File: src/norm_check_config.svh
`ifndef NORM_CHECK_CONFIG_SVH
`define NORM_CHECK_CONFIG_SVH

// Prime modulus of the coefficient ring
`define NC_Q              8380417

// Range parameters of the signature scheme
`define NC_GAMMA1         524288
`define NC_GAMMA2         261888
`define NC_BETA           120

// Each memory word packs four coefficient lanes
`define NC_COEFF_W        24
`define NC_LANES          4

// One polynomial of 256 coefficients fills 64 words
`define NC_WORDS_PER_POLY 64

// 512 words of coefficient storage
`define NC_MEM_ADDR_W     9
`define NC_MAX_POLY       8

// Wishbone word address and data widths
`define NC_WB_ADR_W       12
`define NC_WB_DAT_W       32

`endif
File: src/norm_check_pkg.sv
`default_nettype none
`include "norm_check_config.svh"

package norm_check_pkg;

    // Selects which bound the check units apply
    typedef enum logic [1:0] {
        CHK_Z   = 2'd0,
        CHK_R0  = 2'd1,
        CHK_CT0 = 2'd2
    } chk_norm_mode_t;

    // States of the read sequencer
    typedef enum logic [1:0] {
        IDLE   = 2'd0,
        READ   = 2'd1,
        DRAIN  = 2'd2,
        FINISH = 2'd3
    } ctrl_state_t;

    // Read request toward the coefficient memory
    typedef struct packed {
        logic                      rd_en;
        logic [`NC_MEM_ADDR_W-1:0] addr;
    } mem_rd_req_t;

    // Single-lane write where idx is the coefficient index (word and lane)
    typedef struct packed {
        logic                        wr_en;
        logic [`NC_MEM_ADDR_W+1:0]   idx;
        logic [`NC_COEFF_W-1:0]      data;
    } mem_wr_req_t;

    typedef struct packed {
        logic                    cyc;
        logic                    stb;
        logic                    we;
        logic [`NC_WB_ADR_W-1:0] adr;
        logic [`NC_WB_DAT_W-1:0] dat_w;
    } wb_req_t;

    typedef struct packed {
        logic                    ack;
        logic [`NC_WB_DAT_W-1:0] dat_r;
    } wb_rsp_t;

    // Command bundle from the register block to the core
    typedef struct packed {
        logic                      start;
        logic                      zeroize;
        chk_norm_mode_t            mode;
        logic [`NC_MEM_ADDR_W-1:0] base;
        logic [3:0]                npoly;
    } nc_cmd_t;

endpackage

`default_nettype wire

File: src/norm_check_regs.sv
`timescale 1ns/1ps
`default_nettype none
`include "norm_check_config.svh"

module norm_check_regs (
    input  logic                          clk,
    input  logic                          reset_n,
    input  norm_check_pkg::wb_req_t       wb_req,
    output norm_check_pkg::wb_rsp_t       wb_rsp,
    output norm_check_pkg::nc_cmd_t       cmd,
    output norm_check_pkg::mem_wr_req_t   mem_wr,
    input  logic                          invalid,
    input  logic                          norm_check_done
);

    localparam int REG_W = `NC_WB_ADR_W - 1;
    localparam int IDX_W = `NC_MEM_ADDR_W + 2;

    logic                           ack_q;
    logic [`NC_WB_DAT_W-1:0]        dat_r_q;
    logic [`NC_WB_DAT_W-1:0]        rd_mux;
    logic                           acc;
    logic                           win_sel;
    logic [REG_W-1:0]               reg_word;
    logic                           ctrl_wr;
    logic                           zero_req;
    logic                           start_req;
    logic [3:0]                     npoly_wr;
    norm_check_pkg::chk_norm_mode_t mode_q;
    logic [`NC_MEM_ADDR_W-1:0]      base_q;
    logic [3:0]                     npoly_q;
    logic                           busy_q;
    logic                           ready_q;
    logic                           invalid_q;
    logic                           start_q;
    logic                           zeroize_q;
    logic                           wr_en_q;
    logic [IDX_W-1:0]               wr_idx_q;
    logic [`NC_COEFF_W-1:0]         wr_data_q;

    // A cycle is served once and the ack itself blocks a second service
    assign acc       = wb_req.cyc && wb_req.stb && !ack_q;
    assign win_sel   = wb_req.adr[`NC_WB_ADR_W-1];
    assign reg_word  = wb_req.adr[REG_W-1:0];
    assign ctrl_wr   = acc && wb_req.we && !win_sel && (reg_word == '0);
    assign zero_req  = ctrl_wr && wb_req.dat_w[3];
    // Zeroize in the same write overrides start
    assign start_req = ctrl_wr && wb_req.dat_w[0] && !wb_req.dat_w[3] && !busy_q;

    // NPOLY writes are clamped into 1 to 8
    always_comb begin
        if (wb_req.dat_w == '0)
            npoly_wr = 4'd1;
        else if (wb_req.dat_w > `NC_WB_DAT_W'(`NC_MAX_POLY))
            npoly_wr = 4'(`NC_MAX_POLY);
        else
            npoly_wr = wb_req.dat_w[3:0];
    end

    // Window reads and unmapped words return zero
    always_comb begin
        rd_mux = '0;
        if (!win_sel) begin
            case (reg_word)
                REG_W'(0): rd_mux[2:1] = mode_q;
                REG_W'(1): rd_mux[`NC_MEM_ADDR_W-1:0] = base_q;
                REG_W'(2): rd_mux[3:0] = npoly_q;
                REG_W'(3): rd_mux[2:0] = {invalid_q, ready_q, busy_q};
                default:   rd_mux = '0;
            endcase
        end
    end

    always_ff @(posedge clk or negedge reset_n) begin
        if (!reset_n) begin
            ack_q     <= 1'b0;
            start_q   <= 1'b0;
            zeroize_q <= 1'b0;
            wr_en_q   <= 1'b0;
            busy_q    <= 1'b0;
            ready_q   <= 1'b0;
            invalid_q <= 1'b0;
            mode_q    <= norm_check_pkg::CHK_Z;
            base_q    <= '0;
            npoly_q   <= 4'd1;
        end else begin
            ack_q     <= acc;
            start_q   <= start_req;
            zeroize_q <= zero_req;
            // Memory is frozen for the duration of a run
            wr_en_q   <= acc && wb_req.we && win_sel && !busy_q;
            if (zero_req) begin
                busy_q    <= 1'b0;
                ready_q   <= 1'b0;
                invalid_q <= 1'b0;
            end else if (start_req) begin
                busy_q    <= 1'b1;
                ready_q   <= 1'b0;
                invalid_q <= 1'b0;
            end else if (norm_check_done && !zeroize_q) begin
                // The core can still finish in the cycle the abort reaches it
                busy_q    <= 1'b0;
                ready_q   <= 1'b1;
                invalid_q <= invalid;
            end
            // Run parameters stay fixed while busy
            if (ctrl_wr && !busy_q)
                mode_q <= norm_check_pkg::chk_norm_mode_t'(wb_req.dat_w[2:1]);
            if (acc && wb_req.we && !win_sel && (reg_word == REG_W'(1)) && !busy_q)
                base_q <= wb_req.dat_w[`NC_MEM_ADDR_W-1:0];
            if (acc && wb_req.we && !win_sel && (reg_word == REG_W'(2)) && !busy_q)
                npoly_q <= npoly_wr;
        end
    end

    always_ff @(posedge clk) begin
        if (acc) begin
            dat_r_q   <= rd_mux;
            wr_idx_q  <= wb_req.adr[IDX_W-1:0];
            wr_data_q <= wb_req.dat_w[`NC_COEFF_W-1:0];
        end
    end

    assign wb_rsp.ack   = ack_q;
    assign wb_rsp.dat_r = dat_r_q;

    assign cmd.start   = start_q;
    assign cmd.zeroize = zeroize_q;
    assign cmd.mode    = mode_q;
    assign cmd.base    = base_q;
    assign cmd.npoly   = npoly_q;

    assign mem_wr.wr_en = wr_en_q;
    assign mem_wr.idx   = wr_idx_q;
    assign mem_wr.data  = wr_data_q;

    // Ack only answers a cycle the master is still holding
    a_ack_held: assert property (@(posedge clk) disable iff (!reset_n)
        wb_rsp.ack |-> wb_req.cyc && wb_req.stb);

    a_ack_pulse: assert property (@(posedge clk) disable iff (!reset_n)
        wb_rsp.ack |=> !wb_rsp.ack);

endmodule

`default_nettype wire

File: config.mk
export PLATFORM = sky130hd
export DESIGN_NAME = norm_check_regs
export DESIGN_NICKNAME = d
export VERILOG_FILES = /design/src/norm_check_pkg.sv /design/src/norm_check_regs.sv
export VERILOG_INCLUDE_DIRS = /design/src
export SDC_FILE = /design/constraint.sdc
export NUM_CORES = 1
export LEC_CHECK = 0
export ABC_AREA = 1
export ABC_CLOCK_PERIOD_IN_PS = 10300
export BUFFER_PORTS_ARGS = -buffer_cell sky130_fd_sc_hd__buf_2
export CAP_MARGIN = 40
export CORE_MARGIN = 5
export CORE_UTILIZATION = 35
export CTS_BUF_LIST = sky130_fd_sc_hd__clkbuf_4
export CTS_CLUSTER_SIZE = 16
export DETAILED_ROUTE_END_ITERATION = 6
export MAX_ROUTING_LAYER = met4
export PLACE_DENSITY = 0.74
export SYNTH_ARGS = -nofsm -noshare
export SYNTH_HDL_FRONTEND = slang
export SYNTH_SLANG_ARGS = --single-unit
File: constraint.sdc
create_clock -name clk -period 10.3 [get_ports clk]
set_input_delay 1.03 -clock clk [delete_from_list [all_inputs] [get_ports clk]]
set_output_delay 1.03 -clock clk [all_outputs]
set_load 0.005 [all_outputs]
==> flow_metrics.env <==
export IMPL_start_kind="primary input"
export IMPL_cpMostUsedCell="nand2_1"
export IMPL_final_antenna_net_count=0
export IMPL_clock_root_buffer="clkbuf_4"
export IMPL_drc_errors=0
export IMPL_slew_headroom=0.6088
export IMPL_crit_fanout=47
export IMPL_final_layout_size_suffix_gt1_frac=0.3675
export IMPL_end_kind="flip-flop"
export IMPL_pwr_share_seq=0.595
export IMPL_n_antenna_cell=0
export IMPL_cpLargestDelayFamily="simple AND/OR/NAND/NOR gates"
export IMPL_peakVddDrop_uv=58.79
export IMPL_drt_iter0_markers=57
export IMPL_path_class="primary input to flip-flop"
export IMPL_cts_setup_buffers=0
export IMPL_port_buffers=113
export IMPL_fin_tns_setup_ns=0
export IMPL_hold_path_depth=2
export IMPL_insertion_delay_ns=0.39
export IMPL_grt_pass1_vias=2178
export IMPL_slew_viol_final=0
export IMPL_grt_pass1_wl_um=10250
export IMPL_dieHeight_um=101.5
export IMPL_p_clk_frac=0.328
export IMPL_swShare=0.2289
export IMPL_routed_via_density=4.467
export IMPL_crit_chain="buf_2 > nand2_1 > nor2_4 > buf_4 > nand3_1 > nor2_1 > nand2_1 > o21ai_0 > inv_1"
export IMPL_highest_layer="met4"
export IMPL_p_leak_nw=1.706
export IMPL_final_common_cell="buf_2"
export IMPL_start_util=0.3584
export IMPL_numClockSinks=66
export IMPL_grt_max_degree=48
export IMPL_fin_skew_ns=0.01649
export IMPL_drt_total_wl_um=6802
export IMPL_layout_nets=446
export IMPL_fin_crit_sh=0.2241
export IMPL_cts_buffers=9
export IMPL_area_growth_pct=24.34
export IMPL_rsz0062_at_grt="false"
export IMPL_final_cell_mix="113 x buf_2, 45 x nor2_1, 45 x nand2_1, 44 x edfxtp_1, 36 x inv_1"
export IMPL_ios=137
export IMPL_wl_met2_um=3344
export IMPL_hold_class="flip-flop to flip-flop"
export IMPL_wl_met1_um=2761
export IMPL_post_drt_wl_per_cell_um=13.47
export IMPL_status="finished, final reports clean"
export IMPL_synth_cells=276
export IMPL_cpPeakStageDelay_ns=0.49
export IMPL_drtPass1Iterations=4
export IMPL_slowest_stage="buf_4"
export IMPL_rows=33
export IMPL_critical_path_required_ns=10.58
export IMPL_yosys_warnings=0
export IMPL_vias=2256
export IMPL_gr_total_overflow=0
export IMPL_synth_cell_types=23
export IMPL_syn_area_mm2=0.002930
export IMPL_gp_congestion=0.8806
export IMPL_antenna_found_initial=0
export IMPL_min_period_ns=2.309
export IMPL_core_area_mm2=0.008175
export IMPL_tritoncts="yes"
export IMPL_maxCapViolCount=0
export IMPL_final_util=0.4457
export IMPL_p_comb_frac=0.077
export IMPL_wl_met3_um=590
export IMPL_worst_pin_slew_ns=0.5868
export IMPL_grt_use_total=0.1357
export IMPL_cts_resized=0
export IMPL_postCtsHoldBufs=0
export IMPL_ys_ff_latch=66
export IMPL_placed_cell_area_mm2=0.003511
export IMPL_cts_max_level=3
export IMPL_hpwl_um=5359
export IMPL_p_switching_mw=0.1130
export IMPL_clock_fmax_mhz=433.2
export IMPL_intPower_mw=0.3807
export IMPL_critical_path_depth=9
export IMPL_p_per_area_mw_per_mm2=135.5
export IMPL_crit_buf_inv=3
export IMPL_fin_area_mm2=0.003643
export IMPL_syn_area_per_cell_um2=10.62
export IMPL_clkTransAtPathRegs_ns=0.11
export IMPL_cts_buffer_depth=2
export IMPL_die_area_mm2=0.01030
export IMPL_ff2ff_path_depth=7
export IMPL_arrival_ns=2.59
export IMPL_totalPowerFinal_mw=0.4937
export IMPL_synth_seq_area_share=0.6392
export IMPL_setup_viol=0
export IMPL_die_x_um=101.5
export IMPL_hold_viol=0
==> flip-flops by register name (all words and copies together), names as in the netlist <==
name / flops
ready_q: 1
npoly_q: 4
start_q: 1
busy_q: 1
mode_q: 2
wr_idx_q: 11
invalid_q: 1
base_q: 9
ack_q: 1
wr_en_q: 1
wr_data_q: 24
dat_r_q: 9
zeroize_q: 1
==> metrics by stage <==
step / hold WS [ns] / instances / setup WS, ns
2_1_floorplan: 0.4758 / 298 / 6.343
3_3_place_gp: 0.4969 / 489 / 7.713
3_5_place_dp: 0.5045 / 489 / 7.584
4_1_cts: 0.5298 / 505 / 8.020
5_1_grt: 0.5557 / 505 / 7.875
6_report: 0.5270 / 505 / 7.991
==> logic make-up (layout without fill, tap and decap cells) <==
| group | Yosys count | count (layout) | synth area share |
|---|---|---|---|
| simple gates | 125 | 125 | 0.1947 |
| flops | 66 | 66 | 0.6392 |
| buf+inv | 65 | 167 | 0.1208 |
| compound gates | 19 | 19 | 0.04398 |
| other cells | 1 | 23 | 0.001280 |
==> worst register-to-register path, delay by kind of cell, from the launching register on <==
family,cells,cell delay (ns)
and+or+nand+nor,4,0.67
AOI/OAI and AO/OA,1,0.20
buffers and inverters,2,0.55
DFF,1,0.43
==> final timing paths <==
kind	from	slack [ns]	to
worst min-delay path	base_q[7]	0.53	base_q[7]
worst max register to register	ack_q	8.34	npoly_q[3]
worst max-delay path	wb_req[46]	7.99	npoly_q[3]
max in group asynchronous	reset_n	9.33	base_q[8]
worst min register to register	base_q[7]	0.53	base_q[7]
min in group asynchronous	reset_n	0.61	base_q[7]
==> synthesized netlist by cell type, drive strengths merged <==
master	n	area share
dfrtp	21	0.18
dfstp	1	0.0090
edfxtp	44	0.45
nand3b	1	0.0026
nand2	47	0.062
buf	28	0.073
nor2	48	0.065
nand3	18	0.039
a21oi	4	0.0068
inv	36	0.046
nor3b	1	0.0026
nand4	6	0.013
o21ai	15	0.037
nor3	4	0.011
clkinv	1	0.0017
conb	1	0.0013
==> layer usage <==
metal  up-vias  track usage
met5         -            -
met4         0      0.07669
met3        11      0.02755
met2       109       0.2203
met1      1044       0.1563
li1       1092            -
==> power groups by stage <==
| stage | logic (mW) | registers [mW] | clock network (mW) |
|---|---|---|---|
| final | 0.0380 | 0.294 | 0.162 |
| after detailed placement | 0.0385 | 0.300 | 0 |
| after CTS | 0.0386 | 0.294 | 0.168 |
| after global routing | 0.0429 | 0.295 | 0.180 |
| after global placement | 0.0372 | 0.299 | 0 |
| after floorplan | 0.0194 | 0.301 | 0 |
==> area by class of cell <==
class / count / area [um2]
Tap cell: 105 / 131.4
Timing Repair Buffer: 114 / 573.1
Clock buffer: 10 / 75.07
Multi-Input combinational cell: 167 / 793.3
Fill cell: 797 / 4532
Inverter: 37 / 140.1
Clock inverter: 6 / 57.56
Sequential cell: 66 / 1873
Power figures use the tool's default switching activity.
