File: config.mk
export PLATFORM = sky130hd
export DESIGN_NAME = norm_check_core
export DESIGN_NICKNAME = d
export VERILOG_FILES = /design/src/norm_check_pkg.sv /design/src/norm_check_core.sv /design/src/norm_check_ctrl.sv /design/src/norm_check_unit.sv
export VERILOG_INCLUDE_DIRS = /design/src
export SDC_FILE = /design/constraint.sdc
export NUM_CORES = 1
export LEC_CHECK = 0
export BUFFER_PORTS_ARGS = -buffer_cell sky130_fd_sc_hd__buf_2
export CORE_MARGIN = 8
export CORE_UTILIZATION = 29
export DETAILED_ROUTE_END_ITERATION = 10
export HOLD_SLACK_MARGIN = 0.03
export PLACE_DENSITY_LB_ADDON = 0.08
export SLEW_MARGIN = 20
export SYNTH_ARGS = -nofsm -noshare
export SYNTH_HDL_FRONTEND = slang
export SYNTH_SLANG_ARGS = --single-unit
File: constraint.sdc
create_clock -name clk -period 4.3 [get_ports clk]
set_input_delay 0.86 -clock clk [delete_from_list [all_inputs] [get_ports clk]]
set_output_delay 0.86 -clock clk [all_outputs]
set_load 0.05 [all_outputs]
File: src/norm_check_config.svh
`ifndef NORM_CHECK_CONFIG_SVH
`define NORM_CHECK_CONFIG_SVH

// Prime modulus of the coefficient ring
`define NC_Q              8380417

// Range parameters of the signature scheme
`define NC_GAMMA1         524288
`define NC_GAMMA2         261888
`define NC_BETA           120

// Each memory word packs four coefficient lanes
`define NC_COEFF_W        24
`define NC_LANES          4

// One polynomial of 256 coefficients fills 64 words
`define NC_WORDS_PER_POLY 64

// 512 words of coefficient storage
`define NC_MEM_ADDR_W     9
`define NC_MAX_POLY       8

// Wishbone word address and data widths
`define NC_WB_ADR_W       12
`define NC_WB_DAT_W       32

`endif
File: src/norm_check_pkg.sv
`default_nettype none
`include "norm_check_config.svh"

package norm_check_pkg;

    // Selects which bound the check units apply
    typedef enum logic [1:0] {
        CHK_Z   = 2'd0,
        CHK_R0  = 2'd1,
        CHK_CT0 = 2'd2
    } chk_norm_mode_t;

    // States of the read sequencer
    typedef enum logic [1:0] {
        IDLE   = 2'd0,
        READ   = 2'd1,
        DRAIN  = 2'd2,
        FINISH = 2'd3
    } ctrl_state_t;

    // Read request toward the coefficient memory
    typedef struct packed {
        logic                      rd_en;
        logic [`NC_MEM_ADDR_W-1:0] addr;
    } mem_rd_req_t;

    // Single-lane write where idx is the coefficient index (word and lane)
    typedef struct packed {
        logic                        wr_en;
        logic [`NC_MEM_ADDR_W+1:0]   idx;
        logic [`NC_COEFF_W-1:0]      data;
    } mem_wr_req_t;

    typedef struct packed {
        logic                    cyc;
        logic                    stb;
        logic                    we;
        logic [`NC_WB_ADR_W-1:0] adr;
        logic [`NC_WB_DAT_W-1:0] dat_w;
    } wb_req_t;

    typedef struct packed {
        logic                    ack;
        logic [`NC_WB_DAT_W-1:0] dat_r;
    } wb_rsp_t;

    // Command bundle from the register block to the core
    typedef struct packed {
        logic                      start;
        logic                      zeroize;
        chk_norm_mode_t            mode;
        logic [`NC_MEM_ADDR_W-1:0] base;
        logic [3:0]                npoly;
    } nc_cmd_t;

endpackage

`default_nettype wire

File: src/norm_check_core.sv
`timescale 1ns/1ps
`default_nettype none
`include "norm_check_config.svh"

module norm_check_core (
    input  logic                                 clk,
    input  logic                                 reset_n,
    input  logic                                 zeroize,
    input  logic                                 start,
    input  norm_check_pkg::chk_norm_mode_t       mode,
    input  logic [`NC_MEM_ADDR_W-1:0]            base,
    input  logic [3:0]                           npoly,
    output norm_check_pkg::mem_rd_req_t          mem_rd_req,
    input  logic [`NC_LANES*`NC_COEFF_W-1:0]     mem_rd_data,
    output logic                                 invalid,
    output logic                                 norm_check_ready,
    output logic                                 norm_check_done
);

    logic                 check_enable;
    logic                 check_enable_q;
    logic [`NC_LANES-1:0] lane_invalid;

    norm_check_ctrl ctrl_inst (
        .clk             (clk),
        .reset_n         (reset_n),
        .zeroize         (zeroize),
        .start           (start),
        .base            (base),
        .npoly           (npoly),
        .mem_rd_req      (mem_rd_req),
        .check_enable    (check_enable),
        .norm_check_done (norm_check_done)
    );

    // One check unit per lane of the returned word
    for (genvar i = 0; i < `NC_LANES; i++) begin : g_lane
        norm_check_unit unit_inst (
            .enable  (check_enable_q),
            .mode    (mode),
            .coeff   (mem_rd_data[i*`NC_COEFF_W +: `NC_COEFF_W]),
            .invalid (lane_invalid[i])
        );
    end

    // Sticky flag collects every lane over the whole vector
    // It is consumed by the register block in the done cycle and cleared right after
    always_ff @(posedge clk or negedge reset_n) begin
        if (!reset_n)
            invalid <= 1'b0;
        else if (zeroize || norm_check_done)
            invalid <= 1'b0;
        else
            invalid <= invalid | (|lane_invalid);
    end

    // Enable delay matches the memory read latency
    // Ready trails done by a cycle to leave time for capturing the flag
    always_ff @(posedge clk or negedge reset_n) begin
        if (!reset_n) begin
            check_enable_q   <= 1'b0;
            norm_check_ready <= 1'b0;
        end else if (zeroize) begin
            check_enable_q   <= 1'b0;
            norm_check_ready <= 1'b0;
        end else begin
            check_enable_q   <= check_enable;
            norm_check_ready <= norm_check_done;
        end
    end

    // A new vector always starts from a clean flag
    a_flag_clear: assert property (@(posedge clk) disable iff (!reset_n)
        norm_check_done |=> !invalid);

endmodule

`default_nettype wire

File: src/norm_check_ctrl.sv
`timescale 1ns/1ps
`default_nettype none
`include "norm_check_config.svh"

module norm_check_ctrl (
    input  logic                          clk,
    input  logic                          reset_n,
    input  logic                          zeroize,
    input  logic                          start,
    input  logic [`NC_MEM_ADDR_W-1:0]     base,
    input  logic [3:0]                    npoly,
    output norm_check_pkg::mem_rd_req_t   mem_rd_req,
    output logic                          check_enable,
    output logic                          norm_check_done
);

    // One extra bit so a full 512-word vector can be counted
    localparam int CNT_W = `NC_MEM_ADDR_W + 1;

    norm_check_pkg::ctrl_state_t state;
    norm_check_pkg::ctrl_state_t state_nxt;
    logic [CNT_W-1:0]            word_cnt;
    logic [CNT_W-1:0]            word_total;
    logic                        last_read;

    assign word_total = CNT_W'(npoly) * CNT_W'(`NC_WORDS_PER_POLY);
    assign last_read  = (word_cnt == word_total - 1'b1);

    always_comb begin
        state_nxt = state;
        case (state)
            norm_check_pkg::IDLE:   if (start) state_nxt = norm_check_pkg::READ;
            norm_check_pkg::READ:   if (last_read) state_nxt = norm_check_pkg::DRAIN;
            // Last word is in the memory output register
            norm_check_pkg::DRAIN:  state_nxt = norm_check_pkg::FINISH;
            // Flag holds every lane result in this cycle
            norm_check_pkg::FINISH: state_nxt = norm_check_pkg::IDLE;
            default:                state_nxt = norm_check_pkg::IDLE;
        endcase
    end

    always_ff @(posedge clk or negedge reset_n) begin
        if (!reset_n) begin
            state    <= norm_check_pkg::IDLE;
            word_cnt <= '0;
        end else if (zeroize) begin
            state    <= norm_check_pkg::IDLE;
            word_cnt <= '0;
        end else begin
            state <= state_nxt;
            // Counter advances once per issued read and rests at zero otherwise
            if (state == norm_check_pkg::READ)
                word_cnt <= word_cnt + 1'b1;
            else
                word_cnt <= '0;
        end
    end

    // Address wraps at the top of the memory
    assign mem_rd_req.rd_en = (state == norm_check_pkg::READ);
    assign mem_rd_req.addr  = base + word_cnt[`NC_MEM_ADDR_W-1:0];

    // Marks the cycles whose data the core must check one cycle later
    assign check_enable    = (state == norm_check_pkg::READ);
    assign norm_check_done = (state == norm_check_pkg::FINISH);

    // No memory traffic while idle
    a_no_read_idle: assert property (@(posedge clk) disable iff (!reset_n)
        (state == norm_check_pkg::IDLE) |-> !mem_rd_req.rd_en);

    a_done_pulse: assert property (@(posedge clk) disable iff (!reset_n)
        norm_check_done |=> !norm_check_done);

endmodule

`default_nettype wire

File: src/norm_check_unit.sv
`timescale 1ns/1ps
`default_nettype none
`include "norm_check_config.svh"

module norm_check_unit (
    input  logic                        enable,
    input  norm_check_pkg::chk_norm_mode_t mode,
    input  logic [`NC_COEFF_W-1:0]      coeff,
    output logic                        invalid
);

    localparam logic [`NC_COEFF_W-1:0] Q    = `NC_COEFF_W'(`NC_Q);
    localparam logic [`NC_COEFF_W-1:0] HALF = `NC_COEFF_W'((`NC_Q - 1) / 2);

    logic [`NC_COEFF_W-1:0] centered;
    logic [`NC_COEFF_W-1:0] bound;
    logic                   out_of_range;

    // Coefficients above (q-1)/2 stand for negative values
    // Their magnitude is the distance up to q
    assign centered = (coeff <= HALF) ? coeff : (Q - coeff);

    // A value of q or more is not a reduced coefficient at all
    assign out_of_range = (coeff >= Q);

    always_comb begin
        case (mode)
            norm_check_pkg::CHK_Z:   bound = `NC_COEFF_W'(`NC_GAMMA1 - `NC_BETA);
            norm_check_pkg::CHK_R0:  bound = `NC_COEFF_W'(`NC_GAMMA2 - `NC_BETA);
            norm_check_pkg::CHK_CT0: bound = `NC_COEFF_W'(`NC_GAMMA2);
            // The unused encoding falls back to the tightest bound
            default:                 bound = `NC_COEFF_W'(`NC_GAMMA2 - `NC_BETA);
        endcase
    end

    // Reaching the bound already counts as a violation
    assign invalid = enable && (out_of_range || (centered >= bound));

endmodule

`default_nettype wire

==> impl_results.md, run 1 <==
- CP max stage cell: or4_1
- Cell Pwr Density: about 180 nW/um2
- Leak pwr: approximately 2.1 nW
- Slew @ Worst Pin: around 0.67 ns
- H-tree lvl count: 1
- FF-to-FF End: invalid
- Dpl cells: 845
- Most common cell after layout, fill and taps aside: buf_2
- Total Wirelength: around 13 mm
- Status: complete, no violations
- Final TNS setup: 0 ns
- Vias in the first global route: approximately 4500
- Fin cells: between 800 and 900
- Syn avg cell area: 7.15 um2
- Crit-path max cell delay: roughly 0.58 ns
- Worst VDD drop: 0.140 mV
- Clk_lat worst skew: 0.24 ns
- Initial Util: between 20% and 30%
- Setup crit end kind: register
- Layout cells sized above 1: around a quarter
- Register area share after synthesis: between 9 and 10%
- FF-to-FF Start: invalid
- Tot Pwr: between 0.0008 and 0.0009 W
- Root Driver: clkbuf_16
- Sw frac: between 40% and 50%
- Psw: approximately 0.00038 W
- Reg power frac: approximately a fifth
- Total CTS buffers: 3
- Setup WS pre-CTS: 0.223 ns
- Vias/cell: 5.44
- Family with the most delay on the worst path: simple AND/OR/NAND/NOR gates
- Cts hold-fix bufs: 0
- First-pass GRT wire length: 21.0 mm
- Final net count: about 830
- I/O pin cnt: 128
- Rel. slew slack: roughly 55%
- Worst Path Buf+Inv: 1
- Arr. time, crit path: between 3 and 4 ns
- Placeable Area: 13100 um2
- Routed Antenna Nets: 0
- Synth cell types: 76
- Die Y: between 100 and 150 um
- Fin worst setup slack: ~0.47 ns
- YS warnings: 0
- Max-cap check violation count: 0
- Reg2Reg Setup Slack: about 2.4 ns
- RD Place Congestion: a little under 0.9
- Wire length per cell: about 16 um
- Cts repair resizes: 0
- Final setup fails: 0
- I/O Buffers: roughly 130
- Post-synth EDFFs: 0
- Total track usage: about 15%
- HP Class: input pin to async pin
- Max Fclk: ~0.26 GHz
- Final Hold Fails: 0
- WS Path Type: input pin to register
- Die width: ~130 um
- Ratio of final minimum period to clock period: 89.0%
- Most used DFF post-synth: dfrtp_1
- Post-CTS setup buffers: 0
- Setup crit start kind: input pin
- DIE AREA: approximately 17000 um2
- Worst Path Required: 4.42 ns
- Residual DRC: 0
- Cell-internal power: approximately 0.00047 W
- Row Count: 42
- Synth-to-layout area growth: 25.7%
- Initial antenna violation count: 3
- Syn nets: 687
- Post-synthesis instance total: between 500 and 600
- DRT Pass-1 Iters: 5
- Max Slew Vio Count: 0
- RSZ-0062 raised after global routing: no
- DRT iter0 DRCs: roughly 230
- Largest net degree at the start of global routing: 18
- Worst Path Max Fanout: 5
- DR vias: 4632
- R2R depth: 7
- Crit-path cells: buf_2 > or4_1 > nor4_1 > o21a_1 > a31oi_1 > xor2_1 > ha_1 > nor3_1 > nand3_1 > a311o_1 > nor4b_1 > nand4_1 > nor4_1 > a31oi_1
- Period minus WS final: 3.83 ns
- Post-Syn Area: between 3000 and 4000 um2
- Comb pwr share: 57.8%
- CTS tree: built
- Most frequent cells in the layout: 127 x buf_2, 63 x nor2_1, 35 x inv_1, 35 x ha_1, 33 x nand2_1
- #FFs+latches synth: 15
- Setup Skew: ~0.0013 ns
- Clock sink count: 15
- Max clock buf depth: 2
- DP HPWL: roughly 11 mm
- Gr ovfl total: 0
- Clock network power share: around 22%
- Ys async rst share: 100%
- CTS clk-pin slew, worst paths: 0.05 ns
[metrics by stage]
| stage | instance area [um2] | util, % | hold slack (ns) |
|---|---|---|---|
| floorplan | 3830 | - | 0.472 |
| global placement | 4740 | 36.2 | 0.523 |
| detailed placement | 4740 | 36.2 | 0.527 |
| CTS | 4810 | 36.8 | 0.534 |
| global route | 4820 | 36.8 | 0.552 |
| finish | 4820 | 36.8 | 0.527 |
[sequential cells by signal (all words and copies together) (netlist names)]
| signal | cells |
|---|---|
| ctrl_inst.word_cnt | 10 |
| ctrl_inst.state | 2 |
| check_enable_q | 1 |
| invalid | 1 |
| norm_check_ready | 1 |
[power by group through the flow]
stage                     Sequential, W  Combinational, W  Clock, W
after floorplan                0.000184          0.000315         0
after global placement         0.000179          0.000491         0
after detailed placement       0.000178          0.000495         0
after CTS                      0.000176          0.000497  0.000188
after global routing           0.000178          0.000548  0.000196
final                          0.000176          0.000493  0.000183
[worst max path at each step]
| stage | cells past startpoint | start | end | slack [ns] |
|---|---|---|---|---|
| finish | 14 | mem_rd_data[3] | invalid | 0.47 |
| global route | 14 | mem_rd_data[3] | invalid | 0.23 |
| CTS | 14 | mem_rd_data[3] | invalid | 0.46 |
| detailed placement | 14 | mem_rd_data[3] | invalid | 0.22 |
| global placement | 14 | mem_rd_data[3] | invalid | 0.42 |
| floorplan | 14 | mem_rd_data[26] | invalid | 0.20 |
[logic make-up after synthesis]
group           count (synthesis)  synth area share (%)
compound gates                147                  26.8
flops                          15                  9.79
mux                             3                 0.816
buf+inv                        48                  5.94
simple gates                  243                  34.6
fa+ha+maj                      36                  11.9
xor+xnor                       44                  10.1
[synthesized netlist by cell type, types with 3 or more instances]
cell type	number	area share, %
nor2_1	63	6.2
ha_1	35	11
inv_1	35	3.4
nand2_1	33	3.2
o21ai_0	26	3.4
a21oi_1	24	3.1
nand3_1	22	2.9
nand4_1	22	3.6
nor3_1	22	2.9
xnor2_1	22	5.0
xor2_1	22	5.0
dfrtp_1	15	9.8
a31oi_1	14	2.3
nor4_1	9	1.5
nor4b_1	9	2.1
a211oi_1	8	1.6
o31ai_1	8	1.6
a311oi_1	7	1.6
and3_1	7	1.1
nand2b_1	7	1.1
nor2b_1	7	1.1
a21o_1	6	1.2
and2_1	6	0.98
o211ai_1	6	1.2
and4_1	5	1.1
clkbuf_1	5	0.49
nor3b_1	5	0.98
o21a_1	5	0.98
or4_1	5	0.98
a21boi_0	3	0.59
a311o_1	3	0.78
a32oi_1	3	0.69
nor4_2	3	0.98
o21bai_1	3	0.59
o22ai_1	3	0.49
o2bb2ai_1	3	0.69
or3_1	3	0.49
[routing by layer]
| layer | part of all wire (%) | global-route usage, % | up-vias |
|---|---|---|---|
| met5 | 0.075 | 0 | - |
| met3 | 6.2 | 2.56 | 12 |
| met1 | 46 | 19.2 | 2139 |
| met2 | 47 | 25.6 | 148 |
| met4 | 1.2 | 2.16 | 2 |
| li1 | - | - | 2331 |
[cell type report]
class / count / area [um2]
timing repair buffer: 146 / 778
fill: 1449 / 8270
antenna: 2 / 5.00
inverter: 35 / 131
clock buffer: 4 / 78.8
sequential: 15 / 375
multi-input combinational: 473 / 3230
tap: 176 / 220
[worst register-to-register path: stages (launching register included)]
cell and delay, ns:
dfrtp_1 0.42, nor3_1 0.16, nand3_1 0.09, a311o_1 0.28, nor4b_1 0.26, nand4_1 0.13
nor4_1 0.31, a31oi_1 0.12
Note: power is estimated with default switching activity, not from simulation.
==> run 2: changes to the inputs <==
--- a/config.mk
+++ b/config.mk
@@ -6,9 +6,10 @@
 export SDC_FILE = /design/constraint.sdc
 export NUM_CORES = 1
 export LEC_CHECK = 0
-export BUFFER_PORTS_ARGS = -buffer_cell sky130_fd_sc_hd__buf_2
+export BUFFER_PORTS_ARGS = -buffer_cell sky130_fd_sc_hd__buf_4
 export CORE_MARGIN = 8
 export CORE_UTILIZATION = 29
+export CTS_BUF_LIST = sky130_fd_sc_hd__clkbuf_2 sky130_fd_sc_hd__clkbuf_4 sky130_fd_sc_hd__clkbuf_8
 export DETAILED_ROUTE_END_ITERATION = 10
 export HOLD_SLACK_MARGIN = 0.03
 export PLACE_DENSITY_LB_ADDON = 0.08
==> impl_results.md, run 2 (same netlist as run 1, synthesis figures left out) <==
- Vias/cell: 5.39 (-0.95%)
- RD Place Congestion: 0.856 (-1.3%)
- Cell Pwr Density: 164 nW/um2 (-7.5%)
- Cts repair resizes: 0 (unchanged)
- Setup crit start kind: input pin
- FF-to-FF Start: invalid
- Total Wirelength: 13.5 mm (+1.6%)
- Final setup fails: 0 (unchanged)
- Period minus WS final: 3.77 ns (-0.0607 ns)
- Largest net degree at the start of global routing: 18 (unchanged)
- Die width: 131 um (unchanged)
- Ratio of final minimum period to clock period: 87.6% (-1.4 points)
- Die Y: 131 um (unchanged)
- Initial antenna violation count: 0 (-3)
- RSZ-0062 raised after global routing: no
- HP Class: input pin to async pin
- I/O Buffers: 127 (unchanged)
- Residual DRC: 0 (unchanged)
- FF-to-FF End: invalid
- Worst Path Required: 4.42 ns (about the same)
- Max-cap check violation count: 0 (unchanged)
- Post-CTS setup buffers: 0 (unchanged)
- CTS clk-pin slew, worst paths: 0.07 ns (+0.02 ns)
- Final Hold Fails: 0 (unchanged)
- Slew @ Worst Pin: 0.766 ns (+0.100 ns)
- DP HPWL: 11.6 mm (+1.5%)
- H-tree lvl count: 1 (unchanged)
- Reg2Reg Setup Slack: 2.42 ns (+0.02 ns)
- I/O pin cnt: 128 (unchanged)
- CTS tree: built
- Max Fclk: 0.266 GHz (+1.6%)
- DRT iter0 DRCs: 247 (+6.5%)
- Status: complete, no violations
- Wire length per cell: 15.9 um (+2.0%)
- Filler cells: 1405 (-3.0%)
- Vias in the first global route: 4480 (-0.33%)
- Clk_lat worst skew: 0.25 ns (about the same)
- Max Used Layer: met4
- Setup Skew: 0.00135 ns (+0.0000187 ns)
- Met2 Wirelength: 6.48 mm (+5.0%)
- Crit-path cells: buf_4 > or4_1 > nor4_1 > o21a_1 > a31oi_1 > xor2_1 > ha_1 > nor3_1 > nand3_1 > a311o_1 > nor4b_1 > nand4_1 > nor4_1 > a31oi_1
- Biggest register: ctrl_inst.word_cnt
- Total track usage: 15.1% (+0.26 points)
- Max clock buf depth: 2 (unchanged)
- Cts hold-fix bufs: 0 (unchanged)
- Placeable Area: 13100 um2 (unchanged)
- Worst Path Max Fanout: 5 (unchanged)
- Antenna diode count: 0 (-2)
- Setup crit end kind: register
- Final TNS setup: 0 ns (unchanged)
- Clock sink count: 15 (unchanged)
- Initial Util: 29.3% (unchanged)
- Rel. slew slack: 48.4% (-6.7 points)
- R2R depth: 7 (unchanged)
- Arr. time, crit path: 3.89 ns (-0.05 ns)
- Root Driver: clkbuf_8
- CP max stage cell: or4_1
- WS Path Type: input pin to register
- DIE AREA: 17200 um2 (unchanged)
- Layout cells sized above 1: 24.9% (+0.037 points)
- Max Slew Vio Count: 0 (unchanged)
- Most frequent cells in the layout: 145 x buf_4, 63 x nor2_1, 35 x inv_1, 35 x ha_1, 33 x nand2_1
- Total CTS buffers: 3 (unchanged)
- First-pass GRT wire length: 21.3 mm (+1.2%)
- Routed Antenna Nets: 0 (unchanged)
- Leak pwr: 2.17 nW (+4.3%)
- Final Core Density: 38.9% (+2.1 points)
- Routed metal-1 wirelength: 5.92 mm (-3.0%)
- Crit-path max cell delay: 0.59 ns (about the same)
- Most common cell after layout, fill and taps aside: buf_4
- Met3 wire length: 1.00 mm (+22%)
- Synth-to-layout area growth: 32.8%
- Worst VDD drop: 0.0897 mV (-36%)
- Gr ovfl total: 0 (unchanged)
- DRT Pass-1 Iters: 6 (+1)
- Final net count: 824 (-0.12%)
- Setup crit start: mem_rd_data[3]
- DR vias: 4572 (-1.3%)
- Worst setup path endpoint: invalid
- Row Count: 42 (unchanged)
- Largest register FFs: 10 (unchanged)
- Biggest regs: ctrl_inst.word_cnt x10, ctrl_inst.state x2
run 2: changes by cell type in the layout (fill, tap and decap cells not counted), moves of 2 or more:
| cell | delta |
|---|---|
| buf_2 | -127 |
| buf_4 | +126 |
| clkbuf_16 | -3 |
| clkbuf_8 | +3 |
| diode_2 | -2 |
run 2: worst max-delay path, delay by kind of cell:
kind	cells	cell delay (ns)
simple gates	7	1.90
buf+inv	1	0.13
compound gates	4	0.64
xor+xnor	1	0.16
fa+ha+maj	1	0.20
run 2: power breakdown:
| group | total [W] | internal (W) | switching [W] |
|---|---|---|---|
| sequential | 0.000176 | 0.000159 | 0.0000175 |
| combinational | 0.000539 | 0.000227 | 0.000312 |
| clock | 0.000118 | 0.0000641 | 0.0000538 |
run 2: how the worst min path moves through the flow:
| stage | startpoint | endpoint | slack (ns) | depth (start not counted) |
|---|---|---|---|---|
| CTS | reset_n | ctrl_inst.word_cnt[8] | 0.47 | 1 |
| global route | reset_n | ctrl_inst.word_cnt[8] | 0.47 | 1 |
| detailed placement | ctrl_inst.word_cnt[0] | ctrl_inst.word_cnt[0] | 0.52 | 1 |
| finish | reset_n | ctrl_inst.word_cnt[5] | 0.47 | 1 |
| floorplan | ctrl_inst.word_cnt[0] | ctrl_inst.word_cnt[0] | 0.47 | 1 |
| global placement | ctrl_inst.word_cnt[0] | ctrl_inst.word_cnt[0] | 0.52 | 1 |
run 2: final cells by class:
cell class | count | area (um2) | area share, %
Inverter | 35 | 131 | 2.58
Clock inverter | 1 | 5.00 | 0.0983
Timing Repair Buffer | 145 | 1090 | 21.4
Tap cell | 176 | 220 | 4.32
Multi-Input combinational cell | 473 | 3230 | 63.4
Sequential cell | 15 | 375 | 7.37
Clock buffer | 3 | 41.3 | 0.811
run 2: layer usage:
layer	up-vias	track usage, %
met4	0	2.09
met2	153	26.2
met1	2082	19.0
met5	-	0
met3	8	3.21
li1	2329	-
run 2: per-stage QoR:
| step | hold WS [ns] | power (W) | worst slack, ns | std cells | area [um2] |
|---|---|---|---|---|---|
| after floorplan | 0.472 | 0.000499 | 0.196 | 536 | 3830 |
| after global placement | 0.518 | 0.000712 | 0.418 | 844 | 5050 |
| after detailed placement | 0.522 | 0.000721 | 0.246 | 844 | 5050 |
| after CTS | 0.470 | 0.000844 | 0.494 | 848 | 5090 |
| after global routing | 0.474 | 0.000904 | 0.256 | 848 | 5090 |
| final | 0.466 | 0.000833 | 0.534 | 848 | 5090 |
==> run 3: changes to the inputs <==
--- a/config.mk
+++ b/config.mk
@@ -6,7 +6,10 @@
 export SDC_FILE = /design/constraint.sdc
 export NUM_CORES = 1
 export LEC_CHECK = 0
+export ABC_AREA = 1
 export BUFFER_PORTS_ARGS = -buffer_cell sky130_fd_sc_hd__buf_4
+export CELL_PAD_IN_SITES_DETAIL_PLACEMENT = 1
+export CELL_PAD_IN_SITES_GLOBAL_PLACEMENT = 1
 export CORE_MARGIN = 8
 export CORE_UTILIZATION = 29
 export CTS_BUF_LIST = sky130_fd_sc_hd__clkbuf_2 sky130_fd_sc_hd__clkbuf_4 sky130_fd_sc_hd__clkbuf_8
==> impl_results.md, run 3 <==
- Syn nets: 1163 (+69%)
- Register area share after synthesis: 7.03% (-2.8 points)
- Synth area leaders: nand2_1 20%, nor2_1 12%, inv_1 12%, nand3_1 9.7%, ha_1 8.2%
- Most numerous cell in the Yosys netlist: nand2_1
- Setup crit end kind: primary output
- Total Wirelength: 19.5 mm (+44%)
- Max Used Layer: met4
- RSZ-0062 raised after global routing: no
- Routed metal-1 wirelength: 9.51 mm (+61%)
- Initial antenna violation count: 0 (unchanged)
- Ratio of final minimum period to clock period: 85.1% (-2.5 points)
- Total track usage: 16.9% (+1.8 points)
- Largest family of logic cells by synthesized area: simple AND/OR/NAND/NOR gates
- Worst Path Max Fanout: 2 (-3)
- Post-synth top area share: 20.0% (+8.6 points)
- Antenna diode count: 0 (unchanged)
- Max clock buf depth: 2 (unchanged)
- Synth-to-layout area growth: 23.0%
- WS Path Type: input pin to primary output
- Ys async rst share: 100% (unchanged)
- Setup crit start kind: input pin
- Crit-path max cell delay: 0.40 ns (-0.19 ns)
- Worst Path Required: 3.44 ns (-0.98 ns)
- Residual DRC: 0 (unchanged)
- Filler cells: 2539 (+81%)
- Post-Synth XOR/XNOR Area: 8.70% (-1.4 points)
- CP max stage cell: fa_1
- Worst VDD drop: 0.108 mV (+20%)
- Worst Path Buf+Inv: 3 (+2)
- Layout cells sized above 1: 16.7% (-8.2 points)
- Arr. time, crit path: 2.80 ns (-1.09 ns)
- Synth cell types: 40 (-47%)
- Mux cell area share after synthesis: 0% (-0.82 points)
- Most common cell after layout, fill and taps aside: nand2_1
- Vias in the first global route: 6617 (+48%)
- Final net count: 1287 (+56%)
- Most frequent cells after synthesis: 285 x nand2_1, 170 x nor2_1, 164 x inv_1, 103 x nand3_1, 40 x xor2_1
- Leak pwr: 3.59 nW (+66%)
- Post-synth EDFFs: 0 (unchanged)
- CTS clk-pin slew, worst paths: 0.06 ns (about the same)
- Met2 Wirelength: 9.40 mm (+45%)
- Biggest regs: ctrl_inst.word_cnt x10, ctrl_inst.state x2
- Clock sink count: 15 (unchanged)
- Clk_lat worst skew: 0.25 ns (about the same)
- Root Driver: clkbuf_8
- Routed Antenna Nets: 0 (unchanged)
- Vias/cell: 4.73 (-12%)
- YS warnings: 0 (unchanged)
- Dpl cells: 1360 (+61%)
- I/O pin cnt: 128 (unchanged)
- Setup Skew: 0.000914 ns (-0.000434 ns)
- Final setup fails: 0 (unchanged)
- H-tree lvl count: 1 (unchanged)
- Cell Pwr Density: 144 nW/um2 (-12%)
- Die Y: 152 um (+16%)
- Status: complete, no violations
- Cts hold-fix bufs: 0 (unchanged)
- Family with the most delay on the worst path: compound AO/OA/AOI/OAI gates
- Area leader, netlist: nand2_1
- Syn avg cell area: 5.27 um2 (-26%)
- Crit-path cells: buf_4 > ha_1 > inv_1 > fa_1 > o21ai_0 > a21oi_1 > nor2_1 > nor2_1 > o21ai_0 > a21oi_1 > xor2_1 > buf_4
- Max Slew Vio Count: 0 (unchanged)
- Placeable Area: 18000 um2 (+38%)
- Period minus WS final: 3.66 ns (-0.107 ns)
- Rel. slew slack: 72.9% (+25 points)
- Largest register FFs: 10 (unchanged)
- #FFs+latches synth: 15 (unchanged)
- First-pass GRT wire length: 32.2 mm (+51%)
- Gr ovfl total: 0 (unchanged)
- Post-CTS setup buffers: 0 (unchanged)
- Post-synthesis instance total: 1012 (+89%)
- CTS tree: built
- Fin cells: 1364 (+61%)
- DIE AREA: 23000 um2 (+34%)
- Cts repair resizes: 0 (unchanged)
- DRT iter0 DRCs: 154 (-38%)
- Max-cap check violation count: 0 (unchanged)
- Final Hold Fails: 0 (unchanged)
- DP HPWL: 17.0 mm (+46%)
- Biggest register: ctrl_inst.word_cnt
- Synth Area in Compound Gates: 7.03% (-20 points)
- Initial Util: 29.6% (+0.31 points)
- Adder-cell area share of the yosys netlist: 8.58% (-3.4 points)
- I/O Buffers: 127 (unchanged)
- RD Place Congestion: 0.830 (-3.1%)
- Most used DFF post-synth: dfrtp_1
- Most frequent cells in the layout: 285 x nand2_1, 170 x nor2_1, 164 x inv_1
- Post-Syn Area: 5340 um2 (+39%)
- Final TNS setup: 0 ns (unchanged)
- Die width: 152 um (+16%)
- Largest net degree at the start of global routing: 23 (+5)
- HP Class: input pin to async pin
- Max Fclk: 0.273 GHz (+2.9%)
- DR vias: 6452 (+41%)
- Total CTS buffers: 3 (unchanged)
- Slew @ Worst Pin: 0.402 ns (-0.364 ns)
- Met3 wire length: 439 um (-56%)
- DRT Pass-1 Iters: 4 (-2)
- Min Hold Slack: 0.458 ns (-0.00804 ns)
- Wire length per cell: 14.3 um (-10%)
- Simple-Gate Fraction of Synth Area: 54.7% (+20 points)
- Row Count: 49 (+17%)
[run 3: final cells by class]
| class | count | area, um2 | share of cell area [%] |
|---|---|---|---|
| well taps | 229 | 287 | 4.36 |
| multi-input cells | 811 | 4220 | 64.2 |
| inverters | 173 | 649 | 9.89 |
| flip-flops and latches | 15 | 375 | 5.72 |
| clock buffers | 4 | 48.8 | 0.743 |
| repair buffers | 132 | 991 | 15.1 |
[run 3: routing by layer]
metal | vias to the layer above | GRT usage (%)
li1 | 3419 | -
met1 | 2927 | 22.6
met2 | 91 | 30.1
met3 | 15 | 0.921
met4 | 0 | 1.32
met5 | - | 0
[run 3: final timing paths]
check                      slack, ns                     to  depth (start not counted)                   from
hold / removal                  0.46  ctrl_inst.word_cnt[5]                          1                reset_n
setup / recovery                0.64          mem_rd_req[8]                         12                base[0]
hold reg to reg                 0.52                invalid                          2         check_enable_q
min in group clk                0.52                invalid                          2         check_enable_q
max in group asynchronous       3.66  ctrl_inst.word_cnt[0]                          1                reset_n
setup reg to reg                2.43     ctrl_inst.state[1]                         12  ctrl_inst.word_cnt[0]
[run 3: cell families (layout without fill, tap and decap cells)]
logic type                 Yosys count  in the layout
xor gates and xnor gates            53             53
DFF                                 15             15
adders and majority gates           36             36
buffers and inverters              186            309
AOI/OAI and AO/OA                   67             67
and+or+nand+nor                    655            655
[run 3: power breakdown]
part           switching (W)  total (W)  internal, W
combinational       0.000403   0.000646     0.000243
sequential         0.0000182   0.000177     0.000159
clock              0.0000536   0.000126    0.0000721
total               0.000475   0.000949     0.000473
[run 3: through the flow]
stage / cell area, um2 / setup slack [ns] / util [%] / power, W
after floorplan: 5340 / 0.543 / - / 0.000589
after global placement: 6520 / 0.576 / 36.2 / 0.000827
after detailed placement: 6520 / 0.576 / 36.2 / 0.000835
after CTS: 6570 / 0.643 / 36.4 / 0.000963
after global routing: 6570 / 0.362 / 36.4 / 0.00105
final: 6570 / 0.641 / 36.4 / 0.000949
